<file path="src/hdl/sd_proto_pkg.sv">
package sd_proto_pkg;

    // ====================
    // Command frame layout
    // ====================

    // Start, transmission, index, argument, CRC7, end
    localparam int FRAME_BITS = 48;
    localparam int ARG_BITS   = 32;
    localparam int INDEX_BITS = 6;
    localparam int CRC_BITS   = 7;

    // Leading bits covered by the CRC7
    localparam int CRC_COVER_BITS = FRAME_BITS - CRC_BITS - 1;

    typedef logic [CRC_BITS-1:0] crc7_t;

    // x^7 + x^3 + 1
    localparam crc7_t CRC_POLY = 7'h09;

    // ====================
    // Request and response
    // ====================

    typedef enum logic {
        RESP_NONE = 1'b0,
        RESP_R48  = 1'b1
    } resp_kind_t;

    typedef struct packed {
        logic [INDEX_BITS-1:0] index;
        logic [ARG_BITS-1:0]   arg;
        resp_kind_t            resp_kind;
    } cmd_req_t;

    // Flags sit below the payload
    typedef struct packed {
        logic [INDEX_BITS-1:0] index;
        logic [ARG_BITS-1:0]   arg;
        logic                  crc_err;
        logic                  end_err;
        logic                  timeout;
    } cmd_resp_t;

endpackage

</file>
<file path="src/hdl/sd_ctrl_pkg.sv">
package sd_ctrl_pkg;

    // ====================
    // Sequencer states
    // ====================

    typedef enum logic [2:0] {
        IDLE,
        SEND,
        WAIT_START,
        RECV,
        DELIVER,
        GAP
    } seq_state_t;

    // ====================
    // Bit-time limits
    // ====================

    // Longest wait for the response start bit
    localparam int NCR_MAX  = 64;
    // Idle bits between two commands
    localparam int NCC_BITS = 8;

    // Holds any load value up to NCR_MAX
    typedef logic [6:0] bit_count_t;

endpackage

</file>
<file path="src/hdl/sd_slot_reg.sv">
`timescale 1ns/1ps

module sd_slot_reg #(
    parameter type payload_t = logic [7:0]
) (
    input  logic     clk_fast,
    input  logic     arst_n,
    input  logic     in_valid,
    output logic     in_ready,
    input  payload_t in_data,
    output logic     out_valid,
    input  logic     out_ready,
    output payload_t out_data
);

    logic full;

    // Takes a new entry when empty or when the held one leaves this cycle
    assign in_ready  = ~full | out_ready;
    assign out_valid = full;

    always_ff @(posedge clk_fast or negedge arst_n) begin
        if (!arst_n) begin
            full <= 1'b0;
        end else if (in_ready) begin
            full <= in_valid;
        end
    end

    always_ff @(posedge clk_fast) begin
        if (in_valid && in_ready) begin
            out_data <= in_data;
        end
    end

endmodule

</file>
<file path="src/hdl/sd_bit_timer.sv">
`timescale 1ns/1ps

module sd_bit_timer
    import sd_ctrl_pkg::*;
#(
    parameter int CLK_DIV = 4
) (
    input  logic       clk_fast,
    input  logic       arst_n,
    output logic       sd_clk,
    output logic       tick_rise,
    output logic       tick_fall,
    input  logic       load,
    input  bit_count_t count,
    output logic       count_zero
);

    localparam int HALF    = CLK_DIV / 2;
    localparam int PHASE_W = (HALF > 1) ? $clog2(HALF) : 1;

    logic [PHASE_W-1:0] phase;
    logic               half_done;
    bit_count_t         remain;

    assign half_done = (phase == PHASE_W'(HALF - 1));

    // SD clock divider, ticks line up with the new sd_clk level
    always_ff @(posedge clk_fast or negedge arst_n) begin
        if (!arst_n) begin
            phase     <= '0;
            sd_clk    <= 1'b0;
            tick_rise <= 1'b0;
            tick_fall <= 1'b0;
        end else begin
            tick_rise <= half_done & ~sd_clk;
            tick_fall <= half_done & sd_clk;
            if (half_done) begin
                phase  <= '0;
                sd_clk <= ~sd_clk;
            end else begin
                phase <= phase + 1'b1;
            end
        end
    end

    // Bit-time down counter, a fresh load wins over the decrement
    always_ff @(posedge clk_fast or negedge arst_n) begin
        if (!arst_n) begin
            remain <= '0;
        end else if (load) begin
            remain <= count;
        end else if (tick_fall && remain != '0) begin
            remain <= remain - 1'b1;
        end
    end

    assign count_zero = (remain == '0);

endmodule

</file>
<file path="src/hdl/sd_crc7.sv">
`timescale 1ns/1ps

module sd_crc7
    import sd_proto_pkg::*;
(
    input  logic  clk_fast,
    input  logic  arst_n,
    input  logic  clear,
    input  logic  enable,
    input  logic  din,
    output crc7_t crc
);

    logic feedback;

    assign feedback = crc[CRC_BITS-1] ^ din;

    // Direct form LFSR with no augmentation
    // Feeding din = crc MSB shifts the remainder out and leaves zeros
    always_ff @(posedge clk_fast or negedge arst_n) begin
        if (!arst_n) begin
            crc <= '0;
        end else if (clear) begin
            crc <= '0;
        end else if (enable) begin
            crc <= {crc[CRC_BITS-2:0], 1'b0} ^ ({CRC_BITS{feedback}} & CRC_POLY);
        end
    end

endmodule

</file>
<file path="src/hdl/sd_cmd_shifter.sv">
`timescale 1ns/1ps

module sd_cmd_shifter
    import sd_proto_pkg::*;
(
    input  logic                  clk_fast,
    input  logic                  arst_n,
    input  logic                  tick_rise,
    input  logic                  tick_fall,
    input  logic                  load_frame,
    input  cmd_req_t              req,
    input  logic                  send_en,
    input  logic                  crc_send,
    input  logic                  recv_en,
    input  logic                  cmd_in,
    output logic                  cmd_out,
    output logic                  line_start,
    output logic [FRAME_BITS-1:0] frame,
    output logic                  crc_ok
);

    logic [FRAME_BITS-1:0] shreg;
    logic                  tx_bit;
    logic                  crc_clear;
    logic                  crc_en;
    logic                  crc_din;
    crc7_t                 crc;

    // CRC field slots are zero, so OR-ing in the draining CRC gives CRC then end bit
    assign tx_bit = shreg[FRAME_BITS-1] | (crc_send & crc[CRC_BITS-1]);

    // Idle line keeps the CRC cleared, the start bit adds nothing to it
    assign crc_clear = load_frame | (~send_en & ~recv_en);
    assign crc_en    = (send_en & tick_fall) | (recv_en & tick_rise & ~crc_send);
    assign crc_din   = send_en ? (crc_send ? crc[CRC_BITS-1] : shreg[FRAME_BITS-1]) : cmd_in;

    sd_crc7 crc0 (
        .clk_fast (clk_fast),
        .arst_n   (arst_n),
        .clear    (crc_clear),
        .enable   (crc_en),
        .din      (crc_din),
        .crc      (crc)
    );

    // Outgoing bits leave from the top, incoming bits enter at the bottom
    always_ff @(posedge clk_fast) begin
        if (load_frame) begin
            shreg <= {1'b0, 1'b1, req.index, req.arg, {CRC_BITS{1'b0}}, 1'b1};
        end else if (send_en && tick_fall) begin
            shreg <= {shreg[FRAME_BITS-2:0], 1'b1};
        end else if (!send_en && tick_rise) begin
            shreg <= {shreg[FRAME_BITS-2:0], cmd_in};
        end
    end

    // CMD idles high between frames
    always_ff @(posedge clk_fast or negedge arst_n) begin
        if (!arst_n) begin
            cmd_out <= 1'b1;
        end else if (tick_fall) begin
            cmd_out <= send_en ? tx_bit : 1'b1;
        end
    end

    assign line_start = tick_rise & ~cmd_in;
    assign frame      = shreg;
    assign crc_ok     = (crc == shreg[CRC_BITS:1]);

endmodule

</file>
<file path="src/hdl/sd_cmd_fsm.sv">
`timescale 1ns/1ps

module sd_cmd_fsm
    import sd_proto_pkg::*, sd_ctrl_pkg::*;
(
    input  logic                  clk_fast,
    input  logic                  arst_n,
    input  logic                  req_valid,
    output logic                  req_ready,
    input  cmd_req_t              req,
    output logic                  resp_valid,
    input  logic                  resp_ready,
    output cmd_resp_t             resp,
    input  logic                  tick_rise,
    input  logic                  tick_fall,
    output logic                  load,
    output bit_count_t            count,
    input  logic                  count_zero,
    output logic                  load_frame,
    output logic                  send_en,
    output logic                  crc_send,
    output logic                  recv_en,
    input  logic                  line_start,
    input  logic [FRAME_BITS-1:0] frame,
    input  logic                  crc_ok,
    output logic                  cmd_oe
);

    seq_state_t state;
    seq_state_t state_n;
    logic       crc_phase;
    logic       crc_phase_n;
    logic       resp_valid_n;
    logic       resp_load;
    logic       accept;
    resp_kind_t kind_q;
    cmd_resp_t  resp_n;

    assign accept     = req_valid & req_ready;
    assign req_ready  = (state == IDLE);
    assign load_frame = accept;
    // The last bit time after the end bit is no longer driven
    assign send_en    = (state == SEND) & ~(crc_phase & count_zero);
    assign crc_send   = crc_phase;
    assign recv_en    = (state == RECV);

    // ====================
    // Next state
    // ====================
    always_comb begin
        state_n      = state;
        crc_phase_n  = crc_phase;
        resp_valid_n = resp_valid;
        resp_load    = 1'b0;
        load         = 1'b0;
        count        = '0;
        // Judgement of the captured frame
        resp_n.index   = frame[FRAME_BITS-3 -: INDEX_BITS];
        resp_n.arg     = frame[CRC_BITS+1 +: ARG_BITS];
        resp_n.crc_err = ~crc_ok;
        resp_n.end_err = ~frame[0];
        resp_n.timeout = 1'b0;

        case (state)
            IDLE: begin
                if (accept) begin
                    state_n     = SEND;
                    load        = 1'b1;
                    count       = bit_count_t'(CRC_COVER_BITS);
                    crc_phase_n = 1'b0;
                end
            end
            SEND: begin
                if (count_zero && !crc_phase) begin
                    // CRC7 and end bit follow
                    load        = 1'b1;
                    count       = bit_count_t'(CRC_BITS + 1);
                    crc_phase_n = 1'b1;
                end else if (count_zero && tick_fall) begin
                    load        = 1'b1;
                    crc_phase_n = 1'b0;
                    if (kind_q == RESP_R48) begin
                        state_n = WAIT_START;
                        count   = bit_count_t'(NCR_MAX);
                    end else begin
                        state_n = GAP;
                        count   = bit_count_t'(NCC_BITS);
                    end
                end
            end
            WAIT_START: begin
                if (line_start) begin
                    // Start bit already sampled
                    state_n = RECV;
                    load    = 1'b1;
                    count   = bit_count_t'(CRC_COVER_BITS - 1);
                end else if (count_zero) begin
                    state_n        = DELIVER;
                    resp_n         = '0;
                    resp_n.timeout = 1'b1;
                    resp_load      = 1'b1;
                    resp_valid_n   = 1'b1;
                end
            end
            RECV: begin
                if (count_zero && tick_rise) begin
                    if (!crc_phase) begin
                        load        = 1'b1;
                        count       = bit_count_t'(CRC_BITS + 1);
                        crc_phase_n = 1'b1;
                    end else begin
                        state_n     = DELIVER;
                        crc_phase_n = 1'b0;
                    end
                end
            end
            DELIVER: begin
                if (!resp_valid) begin
                    // Frame holds its last bit from here on
                    resp_load    = 1'b1;
                    resp_valid_n = 1'b1;
                end else if (resp_ready) begin
                    resp_valid_n = 1'b0;
                    state_n      = GAP;
                    load         = 1'b1;
                    count        = bit_count_t'(NCC_BITS);
                end
            end
            GAP: begin
                if (count_zero) begin
                    state_n = IDLE;
                end
            end
            default: begin
                state_n = IDLE;
            end
        endcase
    end

    // ====================
    // State registers
    // ====================
    always_ff @(posedge clk_fast or negedge arst_n) begin
        if (!arst_n) begin
            state      <= IDLE;
            crc_phase  <= 1'b0;
            resp_valid <= 1'b0;
            kind_q     <= RESP_NONE;
            cmd_oe     <= 1'b0;
        end else begin
            state      <= state_n;
            crc_phase  <= crc_phase_n;
            resp_valid <= resp_valid_n;
            if (accept) begin
                kind_q <= req.resp_kind;
            end
            // Enable moves with the bit edges, 48 SD clocks per frame
            if (tick_fall) begin
                cmd_oe <= send_en;
            end
        end
    end

    always_ff @(posedge clk_fast) begin
        if (resp_load) begin
            resp <= resp_n;
        end
    end

endmodule

</file>
<file path="src/hdl/sd_cmd_host.sv">
`timescale 1ns/1ps

module sd_cmd_host
    import sd_proto_pkg::*, sd_ctrl_pkg::*;
#(
    parameter int CLK_DIV = 4
) (
    input  logic      clk_fast,
    input  logic      arst_n,
    input  logic      req_valid,
    output logic      req_ready,
    input  cmd_req_t  req,
    output logic      resp_valid,
    input  logic      resp_ready,
    output cmd_resp_t resp,
    output logic      sd_clk,
    output logic      cmd_out,
    output logic      cmd_oe,
    input  logic      cmd_in
);

    // Slot to sequencer
    logic      seq_req_valid;
    logic      seq_req_ready;
    cmd_req_t  seq_req;
    // Sequencer to slot
    logic      seq_resp_valid;
    logic      seq_resp_ready;
    cmd_resp_t seq_resp;

    // Timer and shifter controls
    logic                  tick_rise;
    logic                  tick_fall;
    logic                  tmr_load;
    bit_count_t            tmr_count;
    logic                  count_zero;
    logic                  load_frame;
    logic                  send_en;
    logic                  crc_send;
    logic                  recv_en;
    logic                  line_start;
    logic [FRAME_BITS-1:0] frame;
    logic                  crc_ok;

    // ====================
    // Request and response slots
    // ====================
    sd_slot_reg #(.payload_t(cmd_req_t)) req_slot (
        .clk_fast  (clk_fast),
        .arst_n    (arst_n),
        .in_valid  (req_valid),
        .in_ready  (req_ready),
        .in_data   (req),
        .out_valid (seq_req_valid),
        .out_ready (seq_req_ready),
        .out_data  (seq_req)
    );

    sd_slot_reg #(.payload_t(cmd_resp_t)) resp_slot (
        .clk_fast  (clk_fast),
        .arst_n    (arst_n),
        .in_valid  (seq_resp_valid),
        .in_ready  (seq_resp_ready),
        .in_data   (seq_resp),
        .out_valid (resp_valid),
        .out_ready (resp_ready),
        .out_data  (resp)
    );

    // ====================
    // Line side
    // ====================
    sd_bit_timer #(.CLK_DIV(CLK_DIV)) bit_timer (
        .clk_fast   (clk_fast),
        .arst_n     (arst_n),
        .sd_clk     (sd_clk),
        .tick_rise  (tick_rise),
        .tick_fall  (tick_fall),
        .load       (tmr_load),
        .count      (tmr_count),
        .count_zero (count_zero)
    );

    sd_cmd_shifter shifter (
        .clk_fast   (clk_fast),
        .arst_n     (arst_n),
        .tick_rise  (tick_rise),
        .tick_fall  (tick_fall),
        .load_frame (load_frame),
        .req        (seq_req),
        .send_en    (send_en),
        .crc_send   (crc_send),
        .recv_en    (recv_en),
        .cmd_in     (cmd_in),
        .cmd_out    (cmd_out),
        .line_start (line_start),
        .frame      (frame),
        .crc_ok     (crc_ok)
    );

    sd_cmd_fsm fsm (
        .clk_fast   (clk_fast),
        .arst_n     (arst_n),
        .req_valid  (seq_req_valid),
        .req_ready  (seq_req_ready),
        .req        (seq_req),
        .resp_valid (seq_resp_valid),
        .resp_ready (seq_resp_ready),
        .resp       (seq_resp),
        .tick_rise  (tick_rise),
        .tick_fall  (tick_fall),
        .load       (tmr_load),
        .count      (tmr_count),
        .count_zero (count_zero),
        .load_frame (load_frame),
        .send_en    (send_en),
        .crc_send   (crc_send),
        .recv_en    (recv_en),
        .line_start (line_start),
        .frame      (frame),
        .crc_ok     (crc_ok),
        .cmd_oe     (cmd_oe)
    );

endmodule

</file>
<file path="config.mk">
export PLATFORM = sky130hd
export DESIGN_NAME = sd_cmd_host
export DESIGN_NICKNAME = d
export VERILOG_FILES = /design/src/hdl/sd_proto_pkg.sv /design/src/hdl/sd_ctrl_pkg.sv /design/src/hdl/sd_slot_reg.sv /design/src/hdl/sd_bit_timer.sv /design/src/hdl/sd_crc7.sv /design/src/hdl/sd_cmd_shifter.sv /design/src/hdl/sd_cmd_fsm.sv /design/src/hdl/sd_cmd_host.sv
export SDC_FILE = /design/constraint.sdc
export NUM_CORES = 1
export LEC_CHECK = 0
export BUFFER_PORTS_ARGS = -buffer_cell sky130_fd_sc_hd__buf_2
export CELL_PAD_IN_SITES_DETAIL_PLACEMENT = 1
export CELL_PAD_IN_SITES_GLOBAL_PLACEMENT = 2
export CORE_ASPECT_RATIO = 0.5
export CORE_MARGIN = 8
export CORE_UTILIZATION = 40
export DETAILED_ROUTE_END_ITERATION = 8
export PLACE_DENSITY = 0.83
export SLEW_MARGIN = 20
export SYNTH_ARGS = -nofsm -noshare
export SYNTH_HDL_FRONTEND = slang
export SYNTH_SLANG_ARGS = --single-unit
</file>
<file path="constraint.sdc">
create_clock -name clk_fast -period 6.1 [get_ports clk_fast]
set_input_delay 0.915 -clock clk_fast [delete_from_list [all_inputs] [get_ports clk_fast]]
set_output_delay 0.915 -clock clk_fast [all_outputs]
set_load 0.005 [all_outputs]
</file>
# == After elaboration in Yosys (flattened, before gate mapping) ==
# Cells that the tools add are included.
# op_classes
addsub,2
eq_ne,18
muxes,59
reduce_logical,24
n_bitwise,29
# op_table
operator,count
two-way mux 41 bit,3
two-way mux 48 bit,2
two-way mux 7 bit,9
two-way mux 46 bit,1
case mux 7 bit (5 select lines),1
two-way mux 3 bit,11
two-way mux 1 bit,23
case mux 3 bit (6 select lines),1
two-way mux 6 bit,2
AND 1 bit,11
NOT 1 bit,11
"inequality test 2 x 1 -> 1 bit, second input constant",5
"inequality test 2 bit, second input constant",5
AND reduction 9 bit,1
logical AND 1 bit,8
two-way mux 4 bit,2
nonzero test 2 bit,4
== test 7 bit,1
zero test 7 bit,1
nonzero test 7 bit,1
"subtractor 7 x 1 -> 7 bit, second input constant",1
XOR 7 x 4 -> 7 bit,1
"== test 3 x 2 -> 1 bit, second input constant",2
"== test 3 bit, second input constant",2
other kinds (15),23
# totals
input_bits,44
word_cells,162
register_bits,197
out_inout_bits,46

# == Depth between registers and ports, before layout ==
# Gate-level depths: netlist of the first run.
# depth
depth_word,9
mapped_depth,9

# == Modules after synthesis ==
# A second synthesis of the first run with hierarchy kept.
# unflattened
hier_cells,576
area_unflattened_um2,7782.5
# by_module_without_submodules
mod,cells_per_inst,area_per_inst_um2,seq_area_each_um2,instances
sd_cmd_shifter,233,2244.7,1367.6,1
sd_cmd_fsm,167,2123.3,1406.3,1
sd_slot_reg (resp_slot),45,1285.0,1256.2,1
sd_slot_reg (req_slot),43,1224.9,1196.1,1
sd_bit_timer,60,584.3,275.3,1
sd_crc7,28,320.3,175.2,1

# == Least setup slack after synthesis of the first run ==
# No wires, ideal clock.
# synth_path
path_type,register -> register
startpoint,register bit_timer.remain[0]
endpoint,register fsm.resp[0] (netlist bit) (enable)
setup_time_ns,0.454
arrival_ns,3.258
period_less_slack_ns,3.712
path_buffers,0
path_slack_ns,2.388
stages_incl_launch_ff,6
cell_sequence,dfrtp_1 > inv_1 > ha_1 > nor4b_4 > nand2_1 > o22ai_1
# synth_between
elab_chain_len,4
# synth_rtl
element,line_no,text
start: declaration,sd_bit_timer.sv:23,bit_count_t remain;
start signal: assignment,sd_bit_timer.sv:51,remain <= count;
start signal: assignment,sd_bit_timer.sv:53,remain <= remain - 1'b1;
zero test 7 bit,sd_bit_timer.sv:57,assign count_zero = (remain == '0);
two-way mux 1 bit,sd_cmd_fsm.sv:97,end else if (count_zero) begin
two-way mux 1 bit,sd_cmd_fsm.sv:92,if (line_start) begin
case mux 1 bit (2 select lines),sd_cmd_fsm.sv:64,case (state)
named net fsm.resp_load,sd_cmd_fsm.sv:34,logic resp_load;
end signal: assignment,sd_cmd_fsm.sv:166,resp <= resp_n;
end: declaration,sd_cmd_fsm.sv:13,"output cmd_resp_t resp,"
# The timed path passes the listed nets, and every way through them passes these cells.
# A chain may end at the register's enable or synchronous reset.

# == Worst setup path after layout of the first run ==
# layout_path
startpoint,register fsm.state[1]
endpoint,register shifter.shreg[43] (netlist: shifter.frame[43]) (enable)
# layout_between
elab_chain_len,5
word_cells_on_any_way,8
cone_classes,1 x eq/ne; 2 x bitwise; 5 x reduce/logical
# layout_rtl
element,line_no,text
start: declaration,sd_cmd_fsm.sv:29,seq_state_t state;
start signal: assignment,sd_cmd_fsm.sv:151,state <= state_n;
== test 3 x 1 -> 1 bit,sd_cmd_fsm.sv:43,assign send_en = (state == SEND) & ~(crc_phase & count_zero);
AND 1 bit,sd_cmd_fsm.sv:43,
zero test 1 bit,sd_cmd_shifter.sv:52,end else if (!send_en && tick_rise) begin
logical AND 1 bit,sd_cmd_shifter.sv:52,
nonzero test 3 bit (no line) (*),n/a,
end signal: assignment,sd_cmd_shifter.sv:49,"shreg <= {1'b0, 1'b1, req.index, req.arg, {CRC_BITS{1'b0}}, 1'b1};"
end signal: assignment,sd_cmd_shifter.sv:51,"shreg <= {shreg[FRAME_BITS-2:0], 1'b1};"
end signal: assignment,sd_cmd_shifter.sv:53,"shreg <= {shreg[FRAME_BITS-2:0], cmd_in};"
end: declaration,sd_cmd_shifter.sv:22,logic [FRAME_BITS-1:0] shreg;
# Mark *: on every way between the ends. The rest lies on a longest branch, timed or not.

==> results.json, run 1 <==
{
  "worstPathMaxFanout": 48,
  "p_leak_nw": 3.28,
  "antenna_found_initial": 0,
  "hold_ws_ns": 0.424,
  "viasPerCell": 4.93,
  "nNetsFinal": 684,
  "max_freq_mhz": 304,
  "layout_common_cells": "159 x edfxtp_1, 109 x nand2_1, 89 x buf_2",
  "cp.required_ns": 6.05,
  "fp.dieW_um": 211,
  "synth-warning-count": 0,
  "route.detailed.drc": 0,
  "rsz0062_at_grt": "false",
  "drtIter0Drc": 387,
  "wl_per_cell_um": 18.1,
  "grt_use_total_pct": 14.2,
  "cts_tree": "done",
  "status": "completed",
  "dieHeight_um": 114,
  "fin_area_mm2": 0.00892,
  "ios": 90,
  "place_hpwl_um": 10900,
  "cts.sinks": 197,
  "tightest_slew_ns": 1.02,
  "portBuffers": 89,
  "vdd_ir_drop_max_uv": 159,
  "synthDistinctLibCells": 57,
  "start_util_pct": 41.2,
  "rr_worst_depth": 5,
  "dpl.cell_count": 879,
  "path_delay_family": "simple AND/OR/NAND/NOR gates",
  "clkLatencyLatePin_ns": 0.43,
  "r2r-start": "fsm.state[1]$_DFFE_PN0P_",
  "fin_util_pct": 48.2,
  "ys_seq_area_share_pct": 74.4,
  "critPathMaxStageDelay_ns": 0.65,
  "arrival_ns": 3.24,
  "crit_path_end": "shifter.frame[43]$_DFFE_PP_",
  "hold_viol_final": 0,
  "critical_path_class": "reg -> reg",
  "rows": 35,
  "cts_resized": 0,
  "finalSetupTns_ns": 0,
  "placedInstanceArea_mm2": 0.00832,
  "grt_pass1_vias": 4804,
  "worst_slack_ns": 2.81,
  "cp-end-kind": "flop",
  "cp.depth": 5,
  "max-cap-violations": 0,
  "finalCriticalPeriod_ns": 3.29,
  "synth_cells": 553,
  "final_common_cell": "edfxtp_1",
  "ctsHoldBuffers": 0,
  "n_antenna_cell": 0,
  "die_area_mm2": 0.0240,
  "gp_congestion": 0.812,
  "htree_levels": 4,
  "grt-ovfl-total": 0,
  "hp-class": "reg -> reg",
  "slew_viol_final": 0,
  "maxSlewHeadroom_pct": 32.0,
  "route.antenna.remaining_nets": 0,
  "grt_pass1_wl_um": 26600,
  "setup.worst_path.start_class": "flop",
  "grt_max_degree": 49,
  "total_power_mw": 2.61,
  "core_mm2": 0.0185,
  "finClkSkew_ns": 0.0140,
  "synth_edf_count": 159,
  "dr.pass1.iters": 4,
  "timing.rr.end": "shifter.frame[43]$_DFFE_PP_",
  "vias": 4491,
  "area_growth_pct": 17.0,
  "crit_chain": "or3b_4, a31oi_4, mux2i_4, buf_4, nand2_2",
  "post-route-period-util_pct": 53.9,
  "syn_nets": 598,
  "clockRootBuffer": "clkbuf_16",
  "startpoint": "fsm.state[1]$_DFFE_PN0P_",
  "drive_above_1_share_pct": 21.6,
  "syn-cell-area_mm2": 0.00763,
  "clockBufferDepth": 2,
  "ys_ff_latch": 197,
  "dp_slack_ns": 2.83,
  "rrSetupSlack_ns": 2.81,
  "final_cells": 911,
  "slowest_stage": "nand2_2",
  "postCtsSetupRepairBufs": 0,
  "path_clk_slew_ns": 0.08,
  "fillers": 1901,
  "setup_violations": 0,
  "cts_buffers": 17,
  "async_flop_share_pct": 14.2,
  "critPathBufInv": 1,
  "p_per_area_mw_per_mm2": 292,
  "avgSynthCellArea_um2": 13.8,
  "routed_wl_um": 16500,
  "synth_ff_type": "edfxtp_1"
}
## power by group
part / switching [mW] / total (mW) / internal [mW] / leakage, nW
sequential: 0.00322 / 1.45 / 1.45 / 1.86
combinational: 0.0208 / 0.0372 / 0.0165 / 1.13
clock: 0.531 / 1.12 / 0.585 / 0.284
## worst register-to-register path, stage by stage, from the launching register on
cell and delay [ns]:
dfrtp_1 0.63, or3b_4 0.50, a31oi_4 0.27, mux2i_4 0.27, buf_4 0.42, nand2_2 0.69
## Yosys cell counts (3+ instances only)
cell type,number,area [um^2]
a211oi_1,4,30.0
a21oi_1,15,75.1
a22o_1,7,61.3
a31oi_1,3,18.8
and2_1,4,25.0
buf_2,5,25.0
buf_6,3,33.8
clkbuf_1,12,45.0
dfrtp_1,27,676
dfxtp_1,10,200
edfxtp_1,159,4770
inv_1,9,33.8
mux2_2,3,33.8
nand2_1,110,413
nand2b_1,8,50.1
nand3_1,6,30.0
nor2_1,12,45.0
nor2b_1,44,275
nor3_1,7,35.0
o21ai_0,44,220
o21ai_1,3,15.0
o22ai_1,3,18.8
xnor2_1,6,52.6
xor2_1,7,61.3
## layer usage
layer	track usage, %	wire (um)	vias to the layer above
li1	-	-	2153
met1	19.5	7970	2248
met2	22.4	7830	73
met3	2.98	560	17
met4	4.17	164	0
met5	0	0	-
## layout make-up
class | count | area [um^2] | area share, %
clock buffer | 18 | 429 | 4.81
clock inverter | 14 | 169 | 1.89
inverter | 9 | 33.8 | 0.379
multi-input combinational | 322 | 1820 | 20.4
sequential | 197 | 5680 | 63.6
tap | 259 | 324 | 3.63
timing repair buffer | 92 | 468 | 5.25
## flip-flops by register name (all words and copies together) (netlist names)
name / flops
bit_timer.half_done: 1
bit_timer.remain: 7
bit_timer.sd_clk: 1
bit_timer.tick_fall: 1
bit_timer.tick_rise: 1
fsm.cmd_oe: 1
fsm.crc_send: 1
fsm.kind_q: 1
fsm.resp: 41
fsm.resp_valid: 1
fsm.state: 3
req_slot.out_data: 39
req_slot.out_valid: 1
resp_slot.out_data: 41
resp_slot.out_valid: 1
shifter.cmd_out: 1
shifter.crc0.crc: 7
shifter.frame: 48
## worst min-delay path by stage
stage	startpoint	to	slack, ns	cells after the start
finish	fsm.resp[6]$_DFFE_PP_	resp_slot.out_data[6]$_DFFE_PN_	0.42	0
global route	fsm.resp[23]$_DFFE_PP_	resp_slot.out_data[23]$_DFFE_PN_	0.43	0
CTS	fsm.resp[16]$_DFFE_PP_	resp_slot.out_data[16]$_DFFE_PN_	0.42	0
detailed placement	fsm.resp[14]$_DFFE_PP_	resp_slot.out_data[14]$_DFFE_PN_	0.41	0
global placement	fsm.resp[12]$_DFFE_PP_	resp_slot.out_data[12]$_DFFE_PN_	0.40	0
floorplan	fsm.resp[0]$_SDFFCE_PN0P_	resp_slot.out_data[0]$_DFFE_PN_	0.40	0
## cell families (layout without fill, tap and decap cells)
| family | Yosys count | in the layout | share of synthesized area, % |
|---|---|---|---|
| and+or+nand+nor | 206 | 206 | 13.1 |
| DFF | 197 | 197 | 74.4 |
| adders and majority gates | 1 | 1 | 0.164 |
| buffers and inverters | 34 | 133 | 2.13 |
| xor gates and xnor gates | 13 | 13 | 1.49 |
| AOI/OAI and AO/OA | 96 | 96 | 7.83 |
| muxes | 6 | 6 | 0.886 |
Power figures use the tool's default switching activity.
==> run 2, diff against run 1 <==
==> constraint.sdc (replaced) <==
create_clock -name clk_fast -period 3.2 [get_ports clk_fast]
set_input_delay 0.48 -clock clk_fast [delete_from_list [all_inputs] [get_ports clk_fast]]
set_output_delay 0.48 -clock clk_fast [all_outputs]
set_load 0.005 [all_outputs]
==> run 2 against run 1 <==
Net effect: utilization rose by 0.57 points; count of clock-buffer cells in the layout fell by 1; cell count up 1.2%; critical path depth did not move; total power up 93%; hold slack got worse by 0.34 ns; clock skew decreased by 0.0014 ns; via count rose by 1.2%; sequential share of layout area down 0.74 points; critical path type unchanged.
==> results.json, run 2 (synthesized netlist as in run 1, its figures left out) <==
{
  "p_per_area_mw_per_mm2": 559,
  "drtIter0Drc": 224,
  "finalCriticalPeriod_ns": 2.52,
  "vdd_ir_drop_max_uv": 440,
  "area_growth_pct": 18.3,
  "wl_per_cell_um": 18.4,
  "routed_wl_um": 16900,
  "cts_tree": "done",
  "die_area_mm2": 0.0240,
  "grt-ovfl-total": 0,
  "clockRootBuffer": "clkbuf_16",
  "fillers": 1930,
  "drive_above_1_share_pct": 23.1,
  "hold_viol_final": 0,
  "fp.dieW_um": 211,
  "grt_max_degree": 42,
  "grt_use_total_pct": 14.5,
  "dieHeight_um": 114,
  "setup_violations": 0,
  "core_mm2": 0.0185,
  "grt_pass1_vias": 4930,
  "worstPathMaxFanout": 21,
  "rows": 35,
  "setup.worst_path.start_class": "flop",
  "dpl.cell_count": 891,
  "final_common_cell": "edfxtp_1",
  "portBuffers": 89,
  "layout_common_cells": "159 x edfxtp_1, 109 x nand2_1, 89 x buf_2",
  "start_util_pct": 41.2,
  "maxSlewHeadroom_pct": 45.3,
  "clockBufferDepth": 2,
  "postCtsSetupRepairBufs": 0,
  "clkLatencyLatePin_ns": 0.43,
  "post-route-period-util_pct": 78.8,
  "critical_path_class": "reg -> reg",
  "cts_resized": 0,
  "n_antenna_cell": 0,
  "gp_congestion": 0.788,
  "max-cap-violations": 0,
  "place_hpwl_um": 11800,
  "finClkSkew_ns": 0.0125,
  "viasPerCell": 4.93,
  "route.detailed.drc": 0,
  "tightest_slew_ns": 0.820,
  "ctsHoldBuffers": 0,
  "arrival_ns": 2.70,
  "cts.sinks": 197,
  "antenna_found_initial": 0,
  "path_clk_slew_ns": 0.08,
  "status": "completed",
  "htree_levels": 4,
  "dr.pass1.iters": 4,
  "finalSetupTns_ns": 0,
  "p_leak_nw": 3.35,
  "hp-class": "in -> async",
  "vias": 4543,
  "cp.required_ns": 3.38,
  "grt_pass1_wl_um": 27200,
  "rrSetupSlack_ns": 0.68,
  "cts_buffers": 17,
  "slew_viol_final": 0,
  "max_freq_mhz": 397,
  "final_cells": 922,
  "rsz0062_at_grt": "false",
  "largest_reg_flops": 48,
  "nNetsFinal": 696,
  "cp-end-kind": "flop",
  "route.antenna.remaining_nets": 0,
  "ios": 90
}
run 2: cell count changes in the layout (fill, tap and decap cells not counted):
| cell | delta |
|---|---|
| clkinv_4 | -1 |
| buf_12 | +1 |
| inv_8 | +2 |
| buf_4 | +11 |
| inv_12 | +1 |
| clkinvlp_4 | -1 |
| clkbuf_1 | -1 |
| clkinv_8 | -1 |
run 2: final cells by class:
cell class	count	area (um^2)	area share, %
sequential	197	5680	62.9
multi-input combinational	322	1820	20.2
timing repair buffer	104	571	6.32
clock buffer	17	425	4.71
tap	259	324	3.59
clock inverter	14	175	1.94
inverter	9	33.8	0.374
run 2: per-layer routing:
layer | track usage [%] | part of all wire [%] | routed length, um | vias to the layer above
met1 | 17.6 | 45 | 7600 | 2291
met2 | 26.1 | 52 | 8790 | 55
met5 | 0 | 0 | 0 | -
li1 | - | - | - | 2188
met4 | 3.62 | 0.73 | 123 | 0
met3 | 3.15 | 2.5 | 416 | 9
run 2: final timing paths:
check | start | endpoint | cells past startpoint
min reg2reg | fsm.resp[25]$_DFFE_PP_ | resp_slot.out_data[25]$_DFFE_PN_ | 0
min in group clk_fast | req[36] | req_slot.out_data[36]$_DFFE_PP_ | 1
max in group asynchronous | arst_n | fsm.cmd_oe$_DFFE_PN0P_ | 1
min | arst_n | bit_timer.remain[1]$_DFFE_PN0P_ | 1
max reg2reg | fsm.state[0]$_DFFE_PN0P_ | shifter.frame[38]$_DFFE_PP_ | 5
max | fsm.state[0]$_DFFE_PN0P_ | shifter.frame[38]$_DFFE_PP_ | 5
run 2: report_power, final:
group | internal (mW) | switching (mW) | total [mW] | leakage [nW]
logic | 0.0321 | 0.0390 | 0.0712 | 1.19
clock network | 1.13 | 1.07 | 2.20 | 0.291
registers | 2.76 | 0.00670 | 2.77 | 1.86
total | 3.92 | 1.12 | 5.04 | 3.35
run 2: worst max-delay path, stage by stage (launching register included):
cell	delay, ns
dfrtp_1	0.56
or3b_4	0.46
a31oi_4	0.30
mux2i_4	0.49
buf_4	0.31
o21ai_0	0.14
run 2: metrics by stage:
step                total power [mW]  instance area, um^2  util (%)  hold WS (ns)  setup WS (ns)
detailed placement              2.90                 8430      45.5         0.406          0.685
CTS                             5.10                 9030      48.7        0.0862          0.678
global route                    5.19                 9030      48.7         0.113          0.472
finish                          5.04                 9030      48.7        0.0805          0.679
floorplan                       2.84                 7630         -         0.184          0.348
global placement                2.90                 8430      45.5         0.402          0.776
